### config.mk
export PLATFORM = sky130hd
export DESIGN_NAME = panel
export DESIGN_NICKNAME = d
export VERILOG_FILES = /design/src/design/panel_pkg.sv /design/src/design/panel_switch_if.sv /design/src/design/panel_switch_sync.sv /design/src/design/panel_reset_seq.sv /design/src/design/panel_run_ctrl.sv /design/src/design/panel_mem_seq.sv /design/src/design/panel.sv
export VERILOG_INCLUDE_DIRS = /design/src /design/src/include
export SDC_FILE = /design/constraint.sdc
export NUM_CORES = 1
export LEC_CHECK = 0
export ABC_CLOCK_PERIOD_IN_PS = 3050
export BUFFER_PORTS_ARGS = -buffer_cell sky130_fd_sc_hd__buf_2
export CELL_PAD_IN_SITES_DETAIL_PLACEMENT = 0
export CELL_PAD_IN_SITES_GLOBAL_PLACEMENT = 2
export CORE_MARGIN = 3
export CORE_UTILIZATION = 39
export DETAILED_ROUTE_END_ITERATION = 7
export PLACE_DENSITY = 0.88
export REMOVE_ABC_BUFFERS = 1
export SLEW_MARGIN = 40
export SYNTH_ARGS = -nofsm -noshare
export SYNTH_HDL_FRONTEND = slang
export SYNTH_SLANG_ARGS = --single-unit
### constraint.sdc
create_clock -name clk -period 3.05 [get_ports clk]
set_input_delay 0 -clock clk [delete_from_list [all_inputs] [get_ports clk]]
set_output_delay 0 -clock clk [all_outputs]
set_load 0.01 [all_outputs]
### src/include/panel_settings.svh
`ifndef PANEL_SETTINGS_SVH
`define PANEL_SETTINGS_SVH

// Power-on sequencing, in clk cycles
// Consecutive npwron low cycles before power-good
`define PANEL_PWRGOOD_CYCLES 16
// Length of the power-on reset pulse
`define PANEL_RESET_CYCLES 8
// Extra rsthold time once reset has dropped
`define PANEL_RSTHOLD_CYCLES 32

// Step switch autorepeat
// Hold time before the first repeat
`define PANEL_REPEAT_DELAY 40
// Spacing of repeat pulses
`define PANEL_REPEAT_PERIOD 12

// Highest microprogram step that is still fetch
`define PANEL_FETCH_LAST 3

// Memory/I/O sequencer phase lengths
`define PANEL_WAR_CYCLES 1
`define PANEL_RPC_CYCLES 2
`define PANEL_XFER_CYCLES 4
`define PANEL_WRITE_CYCLES 2

`endif

### src/design/panel_pkg.sv
`default_nettype none

package panel_pkg;

   // Microprogram counter from the processor
   typedef logic [3:0] upc_t;

   // Shared by every delay and phase counter
   typedef logic [15:0] cnt_t;

   // One bit per panel switch with start in the msb
   typedef logic [9:0] sw_vec_t;

   // Memory/I/O examine and deposit phases
   typedef enum logic [1:0] {
      MC_IDLE,
      MC_ADDR,
      MC_XFER,
      MC_RELEASE
   } mc_phase_e;

   // Run flip-flop
   // Free run from start/cont, step run ends on the next fetch
   typedef enum logic [1:0] {
      RUN_STOP,
      RUN_FREE,
      RUN_STEP
   } run_state_e;

endpackage

`default_nettype wire

### src/design/panel_switch_if.sv
`default_nettype none

// Clean panel switch levels, active high
interface panel_switch_if;

   logic start;
   logic stop;
   logic cont;
   logic step;
   logic reset_req;
   // Examine/deposit switches
   logic dep_mem;
   logic dep_io;
   logic exam_mem;
   logic exam_io;
   // Upward push of any examine/deposit switch
   logic inc_addr;

   // Synchronizer side
   modport src (
      output start, stop, cont, step, reset_req,
      output dep_mem, dep_io, exam_mem, exam_io, inc_addr
   );

   // Consumers
   modport dst (
      input start, stop, cont, step, reset_req,
      input dep_mem, dep_io, exam_mem, exam_io, inc_addr
   );

endinterface

`default_nettype wire

### src/design/panel_switch_sync.sv
`default_nettype none

module panel_switch_sync (
   input wire clk,
   input wire arst_n,
   // Raw switch contacts, active low
   input wire start_n,
   input wire stop_n,
   input wire cont_n,
   input wire step_n,
   input wire reset_n,
   input wire dep_mem_n,
   input wire dep_io_n,
   input wire exam_mem_n,
   input wire exam_io_n,
   input wire inc_addr_n,
   panel_switch_if.src sw
);

   import panel_pkg::*;

   sw_vec_t raw_n;
   sw_vec_t meta_q;
   sw_vec_t sync_q;

   // Gather all contacts in one vector, start first
   assign raw_n = {start_n, stop_n, cont_n, step_n, reset_n,
                   dep_mem_n, dep_io_n, exam_mem_n, exam_io_n, inc_addr_n};

   // Two flops per switch
   // Inversion on the way in, so both stages hold active-high levels
   always_ff @(posedge clk or negedge arst_n) begin
      if (!arst_n) begin
         meta_q <= '0;
         sync_q <= '0;
      end else begin
         meta_q <= ~raw_n;
         sync_q <= meta_q;
      end
   end

   // Fan back out onto the interface
   assign sw.start     = sync_q[9];
   assign sw.stop      = sync_q[8];
   assign sw.cont      = sync_q[7];
   assign sw.step      = sync_q[6];
   assign sw.reset_req = sync_q[5];
   assign sw.dep_mem   = sync_q[4];
   assign sw.dep_io    = sync_q[3];
   assign sw.exam_mem  = sync_q[2];
   assign sw.exam_io   = sync_q[1];
   assign sw.inc_addr  = sync_q[0];

endmodule

`default_nettype wire

### src/design/panel_reset_seq.sv
`default_nettype none

`include "panel_settings.svh"

module panel_reset_seq (
   input wire clk,
   input wire arst_n,
   // Supply sense, low while power is on
   input wire npwron,
   panel_switch_if.dst sw,
   output logic powergood,
   output logic reset,
   output logic rsthold
);

   import panel_pkg::*;

   localparam cnt_t PWRGOOD_LAST = cnt_t'(`PANEL_PWRGOOD_CYCLES - 1);
   localparam cnt_t RESET_LEN    = cnt_t'(`PANEL_RESET_CYCLES);
   localparam cnt_t RSTHOLD_LEN  = cnt_t'(`PANEL_RSTHOLD_CYCLES);

   cnt_t pwr_cnt;
   cnt_t rst_cnt;
   cnt_t hold_cnt;
   logic pg_q;
   logic pg_rise;
   logic panel_req;

   ////////////////////////////////////////////////////////////
   // Power-good
   ////////////////////////////////////////////////////////////

   // Needs an unbroken run of npwron low, drops at once on npwron high
   always_ff @(posedge clk or negedge arst_n) begin
      if (!arst_n) begin
         pwr_cnt   <= '0;
         powergood <= 1'b0;
      end else if (npwron) begin
         pwr_cnt   <= '0;
         powergood <= 1'b0;
      end else if (pwr_cnt == PWRGOOD_LAST) begin
         powergood <= 1'b1;
      end else begin
         pwr_cnt <= pwr_cnt + cnt_t'(1);
      end
   end

   ////////////////////////////////////////////////////////////
   // Reset pulse and rsthold stretcher
   ////////////////////////////////////////////////////////////

   assign pg_rise = powergood & ~pg_q;

   // Panel reset from the switches, reset and start together
   assign panel_req = sw.reset_req & sw.start;

   always_ff @(posedge clk or negedge arst_n) begin
      if (!arst_n) begin
         pg_q    <= 1'b0;
         rst_cnt <= '0;
      end else begin
         pg_q <= powergood;
         if (pg_rise) begin
            rst_cnt <= RESET_LEN;
         end else if (!powergood) begin
            // Brown-out aborts a pulse in progress
            rst_cnt <= '0;
         end else if (rst_cnt != '0) begin
            rst_cnt <= rst_cnt - cnt_t'(1);
         end
      end
   end

   assign reset = (rst_cnt != '0) | panel_req;

   // Reloaded every cycle reset is high, runs down once it drops
   always_ff @(posedge clk or negedge arst_n) begin
      if (!arst_n) begin
         hold_cnt <= '0;
      end else if (reset) begin
         hold_cnt <= RSTHOLD_LEN;
      end else if (hold_cnt != '0) begin
         hold_cnt <= hold_cnt - cnt_t'(1);
      end
   end

   assign rsthold = reset | (hold_cnt != '0);

endmodule

`default_nettype wire

### src/design/panel_run_ctrl.sv
`default_nettype none

`include "panel_settings.svh"

module panel_run_ctrl (
   input wire clk,
   input wire arst_n,
   panel_switch_if.dst sw,
   input wire powergood,
   // Halt request written by the processor
   input wire halt_req,
   input wire panel_pkg::upc_t upc,
   output logic isrun,
   output logic isstop,
   output logic clken,
   output logic step,
   output logic isfetch,
   output logic isexecute
);

   import panel_pkg::*;

   localparam upc_t FETCH_LAST   = upc_t'(`PANEL_FETCH_LAST);
   localparam cnt_t REPEAT_DELAY = cnt_t'(`PANEL_REPEAT_DELAY);
   localparam cnt_t REPEAT_PER   = cnt_t'(`PANEL_REPEAT_PERIOD);

   run_state_e run_state;
   cnt_t rep_cnt;
   logic step_sw_q;
   logic start_cont_q;
   logic fetch_q;
   logic start_cont;
   logic start_rise;
   logic step_press;
   logic repeat_fire;
   logic step_fire;
   logic fetch_rise;
   logic run_clear;

   ////////////////////////////////////////////////////////////
   // Fetch/execute decode
   ////////////////////////////////////////////////////////////

   // First steps of every microprogram are fetch
   assign isfetch   = (upc <= FETCH_LAST);
   assign isexecute = ~isfetch;

   ////////////////////////////////////////////////////////////
   // Edge detection
   ////////////////////////////////////////////////////////////

   assign start_cont = sw.start & sw.cont;

   always_ff @(posedge clk or negedge arst_n) begin
      if (!arst_n) begin
         step_sw_q    <= 1'b0;
         start_cont_q <= 1'b0;
         // Starts as fetch, so upc sitting at 0 gives no edge
         fetch_q      <= 1'b1;
      end else begin
         step_sw_q    <= sw.step;
         start_cont_q <= start_cont;
         fetch_q      <= isfetch;
      end
   end

   assign start_rise = start_cont & ~start_cont_q;
   assign step_press = sw.step & ~step_sw_q;
   assign fetch_rise = isfetch & ~fetch_q;

   ////////////////////////////////////////////////////////////
   // Step pulse and autorepeat
   ////////////////////////////////////////////////////////////

   // Long delay after the press, then the short repeat period
   always_ff @(posedge clk or negedge arst_n) begin
      if (!arst_n) begin
         rep_cnt <= '0;
      end else if (!sw.step) begin
         rep_cnt <= '0;
      end else if (step_press) begin
         rep_cnt <= REPEAT_DELAY;
      end else if (rep_cnt == cnt_t'(1)) begin
         rep_cnt <= REPEAT_PER;
      end else if (rep_cnt != '0) begin
         rep_cnt <= rep_cnt - cnt_t'(1);
      end
   end

   assign repeat_fire = sw.step & (rep_cnt == cnt_t'(1));
   assign step_fire   = step_press | repeat_fire;

   always_ff @(posedge clk or negedge arst_n) begin
      if (!arst_n) begin
         step <= 1'b0;
      end else begin
         step <= step_fire;
      end
   end

   ////////////////////////////////////////////////////////////
   // Run flip-flop
   ////////////////////////////////////////////////////////////

   // Every stop source
   // Stop wins over any run request
   assign run_clear = sw.stop | halt_req | ~powergood |
                      ((run_state == RUN_STEP) & fetch_rise);

   always_ff @(posedge clk or negedge arst_n) begin
      if (!arst_n) begin
         run_state <= RUN_STOP;
      end else if (run_clear) begin
         run_state <= RUN_STOP;
      end else if (start_rise) begin
         run_state <= RUN_FREE;
      end else if (step_fire && run_state != RUN_FREE) begin
         // Each step pulse starts a new single instruction
         run_state <= RUN_STEP;
      end
   end

   assign isrun  = (run_state != RUN_STOP);
   assign isstop = ~isrun;
   assign clken  = isrun;

endmodule

`default_nettype wire

### src/design/panel_mem_seq.sv
`default_nettype none

`include "panel_settings.svh"

module panel_mem_seq (
   input wire clk,
   input wire arst_n,
   panel_switch_if.dst sw,
   // Write address register
   output logic war,
   // Read program counter
   output logic rpc,
   output logic mem,
   output logic io,
   output logic r,
   output logic w,
   // Read/write accumulator
   output logic rac,
   output logic wac,
   output logic incpc
);

   import panel_pkg::*;

   localparam cnt_t WAR_LEN   = cnt_t'(`PANEL_WAR_CYCLES);
   localparam cnt_t RPC_LEN   = cnt_t'(`PANEL_RPC_CYCLES);
   localparam cnt_t XFER_LEN  = cnt_t'(`PANEL_XFER_CYCLES);
   localparam cnt_t WRITE_LEN = cnt_t'(`PANEL_WRITE_CYCLES);
   // Address phase covers both war and rpc
   localparam cnt_t ADDR_LEN  = (WAR_LEN > RPC_LEN) ? WAR_LEN : RPC_LEN;

   mc_phase_e phase;
   cnt_t ph_cnt;
   logic any_req;
   logic op_io;
   logic op_read;
   logic is_io_q;
   logic is_read_q;
   logic in_addr;
   logic in_xfer;

   ////////////////////////////////////////////////////////////
   // Switch decode
   ////////////////////////////////////////////////////////////

   assign any_req = sw.dep_mem | sw.dep_io | sw.exam_mem | sw.exam_io;
   assign op_io   = sw.dep_io | sw.exam_io;
   // Examine reads into the accumulator, deposit writes from it
   assign op_read = sw.exam_mem | sw.exam_io;

   // Operation is frozen at the start of a sequence
   always_ff @(posedge clk) begin
      if (phase == MC_IDLE && any_req) begin
         is_io_q   <= op_io;
         is_read_q <= op_read;
      end
   end

   ////////////////////////////////////////////////////////////
   // Phase sequencer
   ////////////////////////////////////////////////////////////

   always_ff @(posedge clk or negedge arst_n) begin
      if (!arst_n) begin
         phase  <= MC_IDLE;
         ph_cnt <= '0;
      end else begin
         case (phase)
            MC_IDLE: begin
               // Idle is only left after all levels dropped, so high is a rise
               if (any_req) begin
                  phase  <= MC_ADDR;
                  ph_cnt <= '0;
               end
            end
            MC_ADDR: begin
               if (ph_cnt == ADDR_LEN - cnt_t'(1)) begin
                  phase  <= MC_XFER;
                  ph_cnt <= '0;
               end else begin
                  ph_cnt <= ph_cnt + cnt_t'(1);
               end
            end
            MC_XFER: begin
               if (ph_cnt == XFER_LEN - cnt_t'(1)) begin
                  phase  <= MC_RELEASE;
                  ph_cnt <= '0;
               end else begin
                  ph_cnt <= ph_cnt + cnt_t'(1);
               end
            end
            MC_RELEASE: begin
               // One sequence per press
               if (!any_req) begin
                  phase <= MC_IDLE;
               end
            end
            default: begin
               phase  <= MC_IDLE;
               ph_cnt <= '0;
            end
         endcase
      end
   end

   ////////////////////////////////////////////////////////////
   // Strobes
   ////////////////////////////////////////////////////////////

   assign in_addr = (phase == MC_ADDR);
   assign in_xfer = (phase == MC_XFER);

   // Address register takes the PC before the cycle
   assign war = in_addr & (ph_cnt < WAR_LEN);
   assign rpc = in_addr & (ph_cnt < RPC_LEN);

   assign mem = in_xfer & ~is_io_q;
   assign io  = in_xfer & is_io_q;

   // Whole phase on the source side, short strobe on the target side
   assign r   = in_xfer & is_read_q;
   assign wac = in_xfer & is_read_q & (ph_cnt < WRITE_LEN);
   assign rac = in_xfer & ~is_read_q;
   assign w   = in_xfer & ~is_read_q & (ph_cnt < WRITE_LEN);

   // Only with the upward switch push
   assign incpc = in_xfer & sw.inc_addr;

endmodule

`default_nettype wire

### src/design/panel.sv
`default_nettype none

module panel (
   input wire clk,
   input wire arst_n,
   // Supply sense
   input wire npwron,
   // Panel switches, active low
   input wire start_n,
   input wire stop_n,
   input wire cont_n,
   input wire step_n,
   input wire reset_n,
   input wire dep_mem_n,
   input wire dep_io_n,
   input wire exam_mem_n,
   input wire exam_io_n,
   input wire inc_addr_n,
   // From the processor
   input wire halt_req,
   input wire panel_pkg::upc_t upc,
   // Reset outputs
   output logic reset,
   output logic rsthold,
   // Lights and clock control
   output logic isrun,
   output logic isstop,
   output logic clken,
   output logic step,
   output logic isfetch,
   output logic isexecute,
   // Memory/I/O strobes
   output logic war,
   output logic rpc,
   output logic mem,
   output logic io,
   output logic r,
   output logic w,
   output logic rac,
   output logic wac,
   output logic incpc
);

   logic powergood;

   // Clean switch levels shared by all blocks
   panel_switch_if sw_if ();

   panel_switch_sync switch_sync_i (
      .clk        (clk),
      .arst_n     (arst_n),
      .start_n    (start_n),
      .stop_n     (stop_n),
      .cont_n     (cont_n),
      .step_n     (step_n),
      .reset_n    (reset_n),
      .dep_mem_n  (dep_mem_n),
      .dep_io_n   (dep_io_n),
      .exam_mem_n (exam_mem_n),
      .exam_io_n  (exam_io_n),
      .inc_addr_n (inc_addr_n),
      .sw         (sw_if)
   );

   panel_reset_seq reset_seq_i (
      .clk       (clk),
      .arst_n    (arst_n),
      .npwron    (npwron),
      .sw        (sw_if),
      .powergood (powergood),
      .reset     (reset),
      .rsthold   (rsthold)
   );

   panel_run_ctrl run_ctrl_i (
      .clk       (clk),
      .arst_n    (arst_n),
      .sw        (sw_if),
      .powergood (powergood),
      .halt_req  (halt_req),
      .upc       (upc),
      .isrun     (isrun),
      .isstop    (isstop),
      .clken     (clken),
      .step      (step),
      .isfetch   (isfetch),
      .isexecute (isexecute)
   );

   panel_mem_seq mem_seq_i (
      .clk    (clk),
      .arst_n (arst_n),
      .sw     (sw_if),
      .war    (war),
      .rpc    (rpc),
      .mem    (mem),
      .io     (io),
      .r      (r),
      .w      (w),
      .rac    (rac),
      .wac    (wac),
      .incpc  (incpc)
   );

endmodule

`default_nettype wire

After elaboration in Yosys (flattened, before gate mapping)
Index checks and enable logic that the tools add are counted.

Register bits after elaboration: 112. Latch bits: 0. Bits in writable memories: 0. Memory bits (read-only): 0. Bits of input ports: 18. Output and inout port bits: 17. Logic and storage cells: 117. Memories kept: 0.

Add/subtract/negate cells: 5. $mul: 0. Divide/modulo/power cells: 0. Magnitude comparators: 3. Equal/unequal tests: 16. Shift-type cells: 0. Muxes and demuxes: 25. Bitwise gates (word level): 38. Reductions and logical operators: 13.

Operators with widths (number): 2-to-1 mux 16 bit (14); case mux 16 bit (3 select lines) (1); nonzero test 16 bit (3); subtractor 16 x 1 -> 16 bit (second input constant) (3); adder 16 x 1 -> 16 bit (second input constant) (2); equality test 16 x 1 -> 1 bit (second input constant) (2); AND 1 bit (17); equality test 16 x 2 -> 1 bit (second input constant) (1); equality test 16 x 4 -> 1 bit (second input constant) (1); less-than comparator 16 x 1 -> 1 bit (second input constant) (1); less-than comparator 16 x 2 -> 1 bit (second input constant) (1); 2-to-1 mux 2 bit (7); OR 1 bit (11); inverter 10 bit (1); inverter 1 bit (9); inequality test 2 bit (second input constant) (4); case mux 2 bit (4 select lines) (1); equality test 2 bit (second input constant) (3); nonzero test 2 bit (3); nonzero test 3 bit (2); less-or-equal comparator 4 x 2 -> 1 bit (second input constant) (1); inequality test 2 x 1 -> 1 bit (second input constant) (2); inequality test 4 x 1 -> 1 bit (second input constant) (1); AND reduction 4 bit (1); 6 further kinds (8).

Depth between registers and ports, before layout
Gate-level depths: netlist (run 1).

Depth after elaboration: 7. Depth in mapped cells: 9. Depth with buffers taken out: 7.

By module
A second synthesis (run 1) with hierarchy kept.

Cell total of the unflattened synthesis: 573. Area total of the unflattened synthesis: 5775.5 µm².

Modules (own cells, without submodules): panel_reset_seq (instances 1, cells an instance 279, area an instance 2653.8 µm²); panel_mem_seq (instances 1, cells an instance 134, area an instance 1337.5 µm²); panel_run_ctrl (instances 1, cells an instance 130, area an instance 1246.2 µm²); panel_switch_sync (instances 1, cells an instance 30, area an instance 538.0 µm²).

Worst setup path after synthesis (run 1)
OpenSTA, ideal clock, no wires.

Path kind: reg-to-reg. Start: register reset_seq_i.rst_cnt[8]. End: register reset_seq_i.hold_cnt[5]. Setup time: 0.126 ns. Data arrival time: 2.061 ns. Required time: 2.924 ns. Slack: 0.863 ns. Stages on the path, launching flop included: 7. Clock period less this slack: 2.187 ns. Cell sequence: dfrtp_1 or4_4 nor4_4 nand2_4 a21o_1 buf_6 a311o_1.

Longest elaborated chain between the ends: 3.

RTL lines: start: declaration (RTL line panel_reset_seq.sv:23) `cnt_t rst_cnt;`; start signal: assignment (RTL line panel_reset_seq.sv:69) `rst_cnt <= rst_cnt - cnt_t'(1);`; nonzero test 16 bit (*) (RTL line panel_reset_seq.sv:74) `assign reset = (rst_cnt != '0) | panel_req;`; OR 1 bit (*) (RTL line panel_reset_seq.sv:74); 2-to-1 mux 16 bit or nonzero test 2 bit (tied branches); end signal: assignment (RTL line panel_reset_seq.sv:83) `hold_cnt <= hold_cnt - cnt_t'(1);`; end: declaration (RTL line panel_reset_seq.sv:24) `cnt_t hold_cnt;`.

Every way passes the cells marked *; elsewhere a longest branch is shown, timed or not. A chain may end at the register's enable or synchronous reset.

Worst setup path after layout (run 1)
Start: register reset_seq_i.rst_cnt[8]. End: output port rsthold.

Longest elaborated chain between the ends: 3.

RTL lines: nonzero test 16 bit (RTL line panel_reset_seq.sv:74); OR 1 bit (RTL line panel_reset_seq.sv:74); OR 1 bit (RTL line panel_reset_seq.sv:87) `assign rsthold = reset | (hold_cnt != '0);`; end: declaration (RTL line panel.sv:24) `output logic rsthold,`.

No other way between the ends.

==> run summary, run 1 <==
Outcome -> finished clean
Max-Cap Viols -> 0
GR Overflow Total -> 0
Synth top area share -> 49.52%
DP HPWL -> 7.164 mm
Fin crit share -> 92.62%
Mapped Cells -> 552
Worst rel slew slack -> 50.19%
IO Port Bufs -> 32
Post-synth EDFFs -> 2
Die width -> 124.8 um
Worst slew pin tran -> 0.7471 ns
CTS Buf Count -> 9
CTS tree -> yes
Post-synth ARST share -> 98.21%
Cell Pwr Density -> 782.7 nW/um^2
Placed insts -> 753
DP Area -> 5872 sq um
Nets -> 635
H-tree depth -> 3
Area growth, synth to finish -> 14.93%
Clk_skew -> 0.01010 ns
CP max stage cell -> or4_4
Total GRT Usage -> 14.24%
Avg Inst Size Synth -> 9.978 sq um
Vias/cell -> 5.193
Clock buffer depth -> 2
Leak -> 2.811 nW
Total iterations of the first detailed-routing run -> 4
Hold violation count in the final report -> 0
Most frequent cell after synthesis -> dfrtp_1
Post-CTS setup buffers -> 0
Worst-Skew Late Latency -> 0.35 ns
Routability cong. -> 0.8123
Effective utilization at floorplan -> 40.78%
Initial DRC count -> 258
First-pass GRT wire length -> 18.68 mm
Final setup vio count -> 0
Die Y -> 124.8 um
Post-synthesis cell area -> 5508 sq um
N_diodes -> 0
Arr. time, crit path -> 2.82 ns
CTS clk-pin slew, worst paths -> 0.08 ns
Root Driver -> clkbuf_16
Worst setup slack after layout -> 0.2250 ns
CP cell instances -> or4_4, nor4_4, nand2_4, a21o_1, or2_1, buf_2
Post-Place Worst Slack -> 0.5683 ns
Vias in the first global route -> 4057
Die area -> 15590 sq um
Critical setup path kind -> reg -> out
Worst Path Max Fanout -> 18
Io pins -> 35
Sink Count -> 112
WL final -> 10.60 mm
CP Launch Type -> flip-flop
Ys flop type -> dfrtp_1
Layout cells sized above 1 -> 12.03%
WL per Instance -> 13.54 um
Fillers -> 1249
F_max -> 354.0 MHz
RSZ-0062 raised after global routing -> no
ANT nets after route -> 0
Area contributors post-synth -> dfrtp_1 50%, nor2_1 5.5%, xnor2_1 4.5%, ha_1 3.4%, nand3_1 2.3%
Worst VDD drop -> 0.3496 mV
WP data required -> 3.05 ns
Top cells by count, synth -> 109 x dfrtp_1, 80 x nor2_1, 33 x inv_1
Tightest Hold Check Type -> in -> reg
Final TNS setup -> 0 ns
Initial antenna violation count -> 0
CP bufs+invs -> 1
Core area -> 13510 sq um
Yosys reg bits -> 112
YS warnings -> 0
Yosys top cell by area -> dfrtp_1
Seq/Total Area, Yosys -> 51.09%
Top delay family on crit path -> simple AND/OR/NAND/NOR gates
Library cells used by synthesis -> 59
DRC viols -> 0
Via count -> 4066
Post-route insts no fill -> 783
Worst Setup End Kind -> output port
Final critical-path required period -> 2.825 ns
Largest net degree at the start of global routing -> 64
Finished Cell Area -> 6330 sq um
Crit path largest cell delay -> 0.56 ns
Row count -> 42
Final slew viol count -> 0
## flip-flops by register name, summed over array words and instances, names as in the netlist, 10 cells and up
signal	flops
reset_seq_i.rst_cnt	16
reset_seq_i.pwr_cnt	16
reset_seq_i.hold_cnt	16
run_ctrl_i.rep_cnt	16
switch_sync_i.meta_q	10
switch_sync_i.sync_q	10
mem_seq_i.ph_cnt	16
## worst reg2reg max path: cells and delay by family, from the launching register on
kind            cells  cell delay (ns)
simple gates        3             1.21
compound gates      2             0.75
flops               1             0.42
## layout by cell type (no fill, tap or decap), types with 6 or more instances in the layout
cell type / count
xnor2_1: 28
nand3_1: 25
or4_1: 6
dfrtp_1: 109
nand4_1: 10
and2_1: 9
buf_2: 31
and3_1: 7
a21oi_1: 24
o21ai_0: 19
inv_1: 33
dlygate4sd3_1: 14
a211oi_1: 6
a22o_1: 9
nand2_1: 31
nor2_1: 80
xor2_1: 14
or3_1: 8
ha_1: 15
nor3_1: 12
clkbuf_16: 9
nor2b_1: 14
nor4_1: 14
## area by class of cell
class                      count  area [sq um]  area share (%)
inverter                      33         123.9           1.957
multi-input combinational    396          2509           39.63
timing repair buffer          50         345.3           5.456
tap                          176         220.2           3.479
clock inverter                 6         78.83           1.245
sequential                   112          2814           44.46
clock buffer                  10         239.0           3.775
## per-layer routing
layer,vias to the layer above,global-route usage [%],share of wire (%)
met3,10,4.202,3.1
met2,37,24.17,48
met4,0,3.189,0.82
met1,1986,18.04,48
li1,2033,-,-
met5,-,0,0
## stage by stage
stage	hold slack, ns	util, %	total power [W]
2_1_floorplan	-0.2956	-	0.003243
3_3_place_gp	0.05646	43.48	0.003675
3_5_place_dp	0.06442	43.48	0.003719
4_1_cts	0.008621	46.87	0.005008
5_1_grt	0.02013	46.87	0.005326
6_report	0.01562	46.87	0.004955
## final timing paths
check / start / endpoint / slack [ns] / cells after the start
worst max-delay path: reset_seq_i.rst_cnt[8]$_DFFE_PN0P_ / rsthold / 0.23 / 6
worst max register to register: reset_seq_i.rst_cnt[8]$_DFFE_PN0P_ / reset_seq_i.hold_cnt[5]$_DFFE_PN0P_ / 0.55 / 5
worst min-delay path: npwron / reset_seq_i.pwr_cnt[14]$_DFFE_PN0P_ / 0.02 / 2
min in group asynchronous: arst_n / run_ctrl_i.rep_cnt[11]$_DFFE_PN0P_ / 0.21 / 2
max in group asynchronous: arst_n / run_ctrl_i.fetch_q$_DFF_PN1_ / 2.06 / 3
worst min register to register: switch_sync_i.meta_q[6]$_DFF_PN0_ / switch_sync_i.sync_q[6]$_DFF_PN0_ / 0.35 / 0
## power by group
group | switching (W) | internal, W | total, W
clock network | 0.000572 | 0.000681 | 0.00125
registers | 0.000218 | 0.00171 | 0.00192
logic | 0.00102 | 0.000755 | 0.00178
## cell families after synthesis
kind of cell	share of synthesized area, %
simple gates	24.58
mux	0.9541
fa+ha+maj	3.408
xor+xnor	6.679
compound gates	9.928
flops	51.09
buf+inv	3.362
## what timing repair did
| action | in CTS | in global routing |
|---|---|---|
| hold endpoints to repair | 60 | 0 |
| resized for setup | 0 | 0 |
| hold buffers | 14 | 0 |
(Power assumes the default switching activity.)
==> run 2, diff against run 1 <==
--- a/config.mk
+++ b/config.mk
@@ -7,13 +7,13 @@
 export NUM_CORES = 1
 export LEC_CHECK = 0
 export ABC_CLOCK_PERIOD_IN_PS = 3050
-export BUFFER_PORTS_ARGS = -buffer_cell sky130_fd_sc_hd__buf_2
+export BUFFER_PORTS_ARGS = -buffer_cell sky130_fd_sc_hd__buf_4
 export CELL_PAD_IN_SITES_DETAIL_PLACEMENT = 0
-export CELL_PAD_IN_SITES_GLOBAL_PLACEMENT = 2
+export CELL_PAD_IN_SITES_GLOBAL_PLACEMENT = 1
 export CORE_MARGIN = 3
-export CORE_UTILIZATION = 39
+export CORE_UTILIZATION = 45
 export DETAILED_ROUTE_END_ITERATION = 7
-export PLACE_DENSITY = 0.88
+export PLACE_DENSITY_LB_ADDON = 0.15
 export REMOVE_ABC_BUFFERS = 1
 export SLEW_MARGIN = 40
 export SYNTH_ARGS = -nofsm -noshare
==> run summary, run 2 (synthesized netlist as in run 1, its figures left out) <==
Outcome -> finished clean
Critical setup path kind -> reg -> out
CTS Buf Count -> 9 (unchanged)
Clock buffer depth -> 2 (unchanged)
Met1 Resource Use GR -> 21.96% (+3.9 points)
Final setup vio count -> 0 (unchanged)
Total iterations of the first detailed-routing run -> 4 (unchanged)
FF-to-FF Start -> reset_seq_i.rst_cnt[8]$_DFFE_PN0P_
Row count -> 39 (-7.1%)
Initial DRC count -> 193 (-25%)
Area growth, synth to finish -> 15.49%
Initial antenna violation count -> 0 (unchanged)
Core area -> 11710 sq um (-13%)
Min-delay src -> upc[3]
Sink Count -> 112 (unchanged)
Hold violation count in the final report -> 0 (unchanged)
Leak -> 2.824 nW (+0.47%)
Worst hold margin -> 0.1365 ns (+0.1208 ns)
Met3 track demand over resource -> 4.404% (+0.20 points)
Die area -> 13600 sq um (-13%)
WL final -> 10.22 mm (-3.6%)
Top Usage Layer GRT -> met2
Commonest non-fill, non-tap cell in the layout -> dfrtp_1
H-tree depth -> 3 (unchanged)
Worst rel slew slack -> 51.85% (+1.7 points)
Clk_skew -> 0.007932 ns (-0.002168 ns)
Die Y -> 116.6 um (-6.6%)
CTS tree -> yes
N_diodes -> 0 (unchanged)
Arr. time, crit path -> 2.68 ns (-0.14 ns)
Nets -> 637 (+0.31%)
Tightest Hold Check Type -> in -> reg
Met2 layer usage reported by global route -> 27.99% (+3.8 points)
Vias in the first global route -> 4003 (-1.3%)
Layout cells sized above 1 -> 12.15% (+0.12 points)
GR Overflow Total -> 0 (unchanged)
Final TNS setup -> 0 ns (unchanged)
Io pins -> 35 (unchanged)
Most frequent cells in the layout -> 109 x dfrtp_1, 80 x nor2_1, 36 x buf_4
Vias/cell -> 5.408 (+4.1%)
WP data required -> 3.05 ns (about the same)
Worst VDD drop -> 0.4772 mV (+37%)
CP Launch Type -> flip-flop
Worst Setup End Kind -> output port
Worst slew pin tran -> 0.7195 ns (-0.02760 ns)
Post-CTS setup buffers -> 0 (unchanged)
DP HPWL -> 6.886 mm (-3.9%)
Total GRT Usage -> 16.88% (+2.6 points)
CTS clk-pin slew, worst paths -> 0.07 ns (about the same)
Reg2Reg Setup Slack -> 0.70 ns (+0.15 ns)
Total Power -> 0.004866 W (-1.8%)
F_max -> 372.9 MHz (+5.3%)
Largest net degree at the start of global routing -> 57 (-11%)
RSZ-0062 raised after global routing -> no
Max-Cap Viols -> 0 (unchanged)
Final slew viol count -> 0 (unchanged)
First-pass GRT wire length -> 18.47 mm (-1.1%)
Worst Path Max Fanout -> 18 (unchanged)
WL per Instance -> 13.59 um (+0.38%)
Effective utilization at floorplan -> 47.03% (+6.2 points)
Final critical-path required period -> 2.682 ns (-0.1429 ns)
Fin crit share -> 87.94% (-4.7 points)
Critical path launch point -> reset_seq_i.rst_cnt[8]$_DFFE_PN0P_
Routability cong. -> 0.7850 (-3.4%)
DRC viols -> 0 (unchanged)
ANT nets after route -> 0 (unchanged)
IO Port Bufs -> 32 (unchanged)
Worst-Skew Late Latency -> 0.35 ns (about the same)
Via count -> 4067 (+0.025%)
Cell Pwr Density -> 764.9 nW/um^2 (-2.3%)
Root Driver -> clkbuf_16
Die width -> 116.6 um (-6.6%)
## run 2: area by class of cell
type | count | area [sq um]
multi-input combinational | 396 | 2512
tap | 143 | 178.9
clock inverter | 6 | 62.56
timing repair buffer | 52 | 440.4
fill | 1060 | 5350
sequential | 112 | 2814
clock buffer | 10 | 229.0
inverter | 33 | 123.9
## run 2: routing by layer
layer,up-vias,share of wire [%]
met3,10,2.4
met2,41,49
met5,-,0
met4,0,1.3
li1,2040,-
met1,1976,47
## run 2: path summary, 6_finish.rpt
path	endpoint	cells past startpoint
min in group asynchronous	run_ctrl_i.rep_cnt[14]$_DFFE_PN0P_	2
hold reg to reg	switch_sync_i.sync_q[7]$_DFF_PN0_	0
max in group asynchronous	reset_seq_i.pwr_cnt[10]$_DFFE_PN0P_	3
hold / removal	run_ctrl_i.run_state[0]$_DFFE_PN0P_	5
setup / recovery	rsthold	6
setup reg to reg	reset_seq_i.hold_cnt[5]$_DFFE_PN0P_	5
## run 2: metrics by stage
stage	instances	area (sq um)	setup WS, ns	util, %
final	752	6361	0.3680	54.32
after global routing	752	6361	0.1955	54.32
after CTS	752	6357	0.3221	54.28
after detailed placement	721	5916	0.6961	50.51
after global placement	721	5916	0.7027	50.51
after floorplan	541	5446	0.7566	-
## run 2: worst max-delay path, stage by stage (launching register included)
cell and delay [ns]:
dfrtp_1 0.42, or4_4 0.58, nor4_4 0.37, nand2_4 0.12
a21o_1 0.39, or2_1 0.31, buf_4 0.14
## run 2: power by group
part           switching (W)  internal [W]  leakage [nW]
sequential          0.000214       0.00171          1.47
combinational        0.00101      0.000787          1.21
clock               0.000573      0.000578         0.143
total                0.00179       0.00307          2.82
## run 2: timing repair
action	in CTS	in global routing
hold endpoints to repair	83	0
hold buffers	15	0
gates resized for setup	0	0
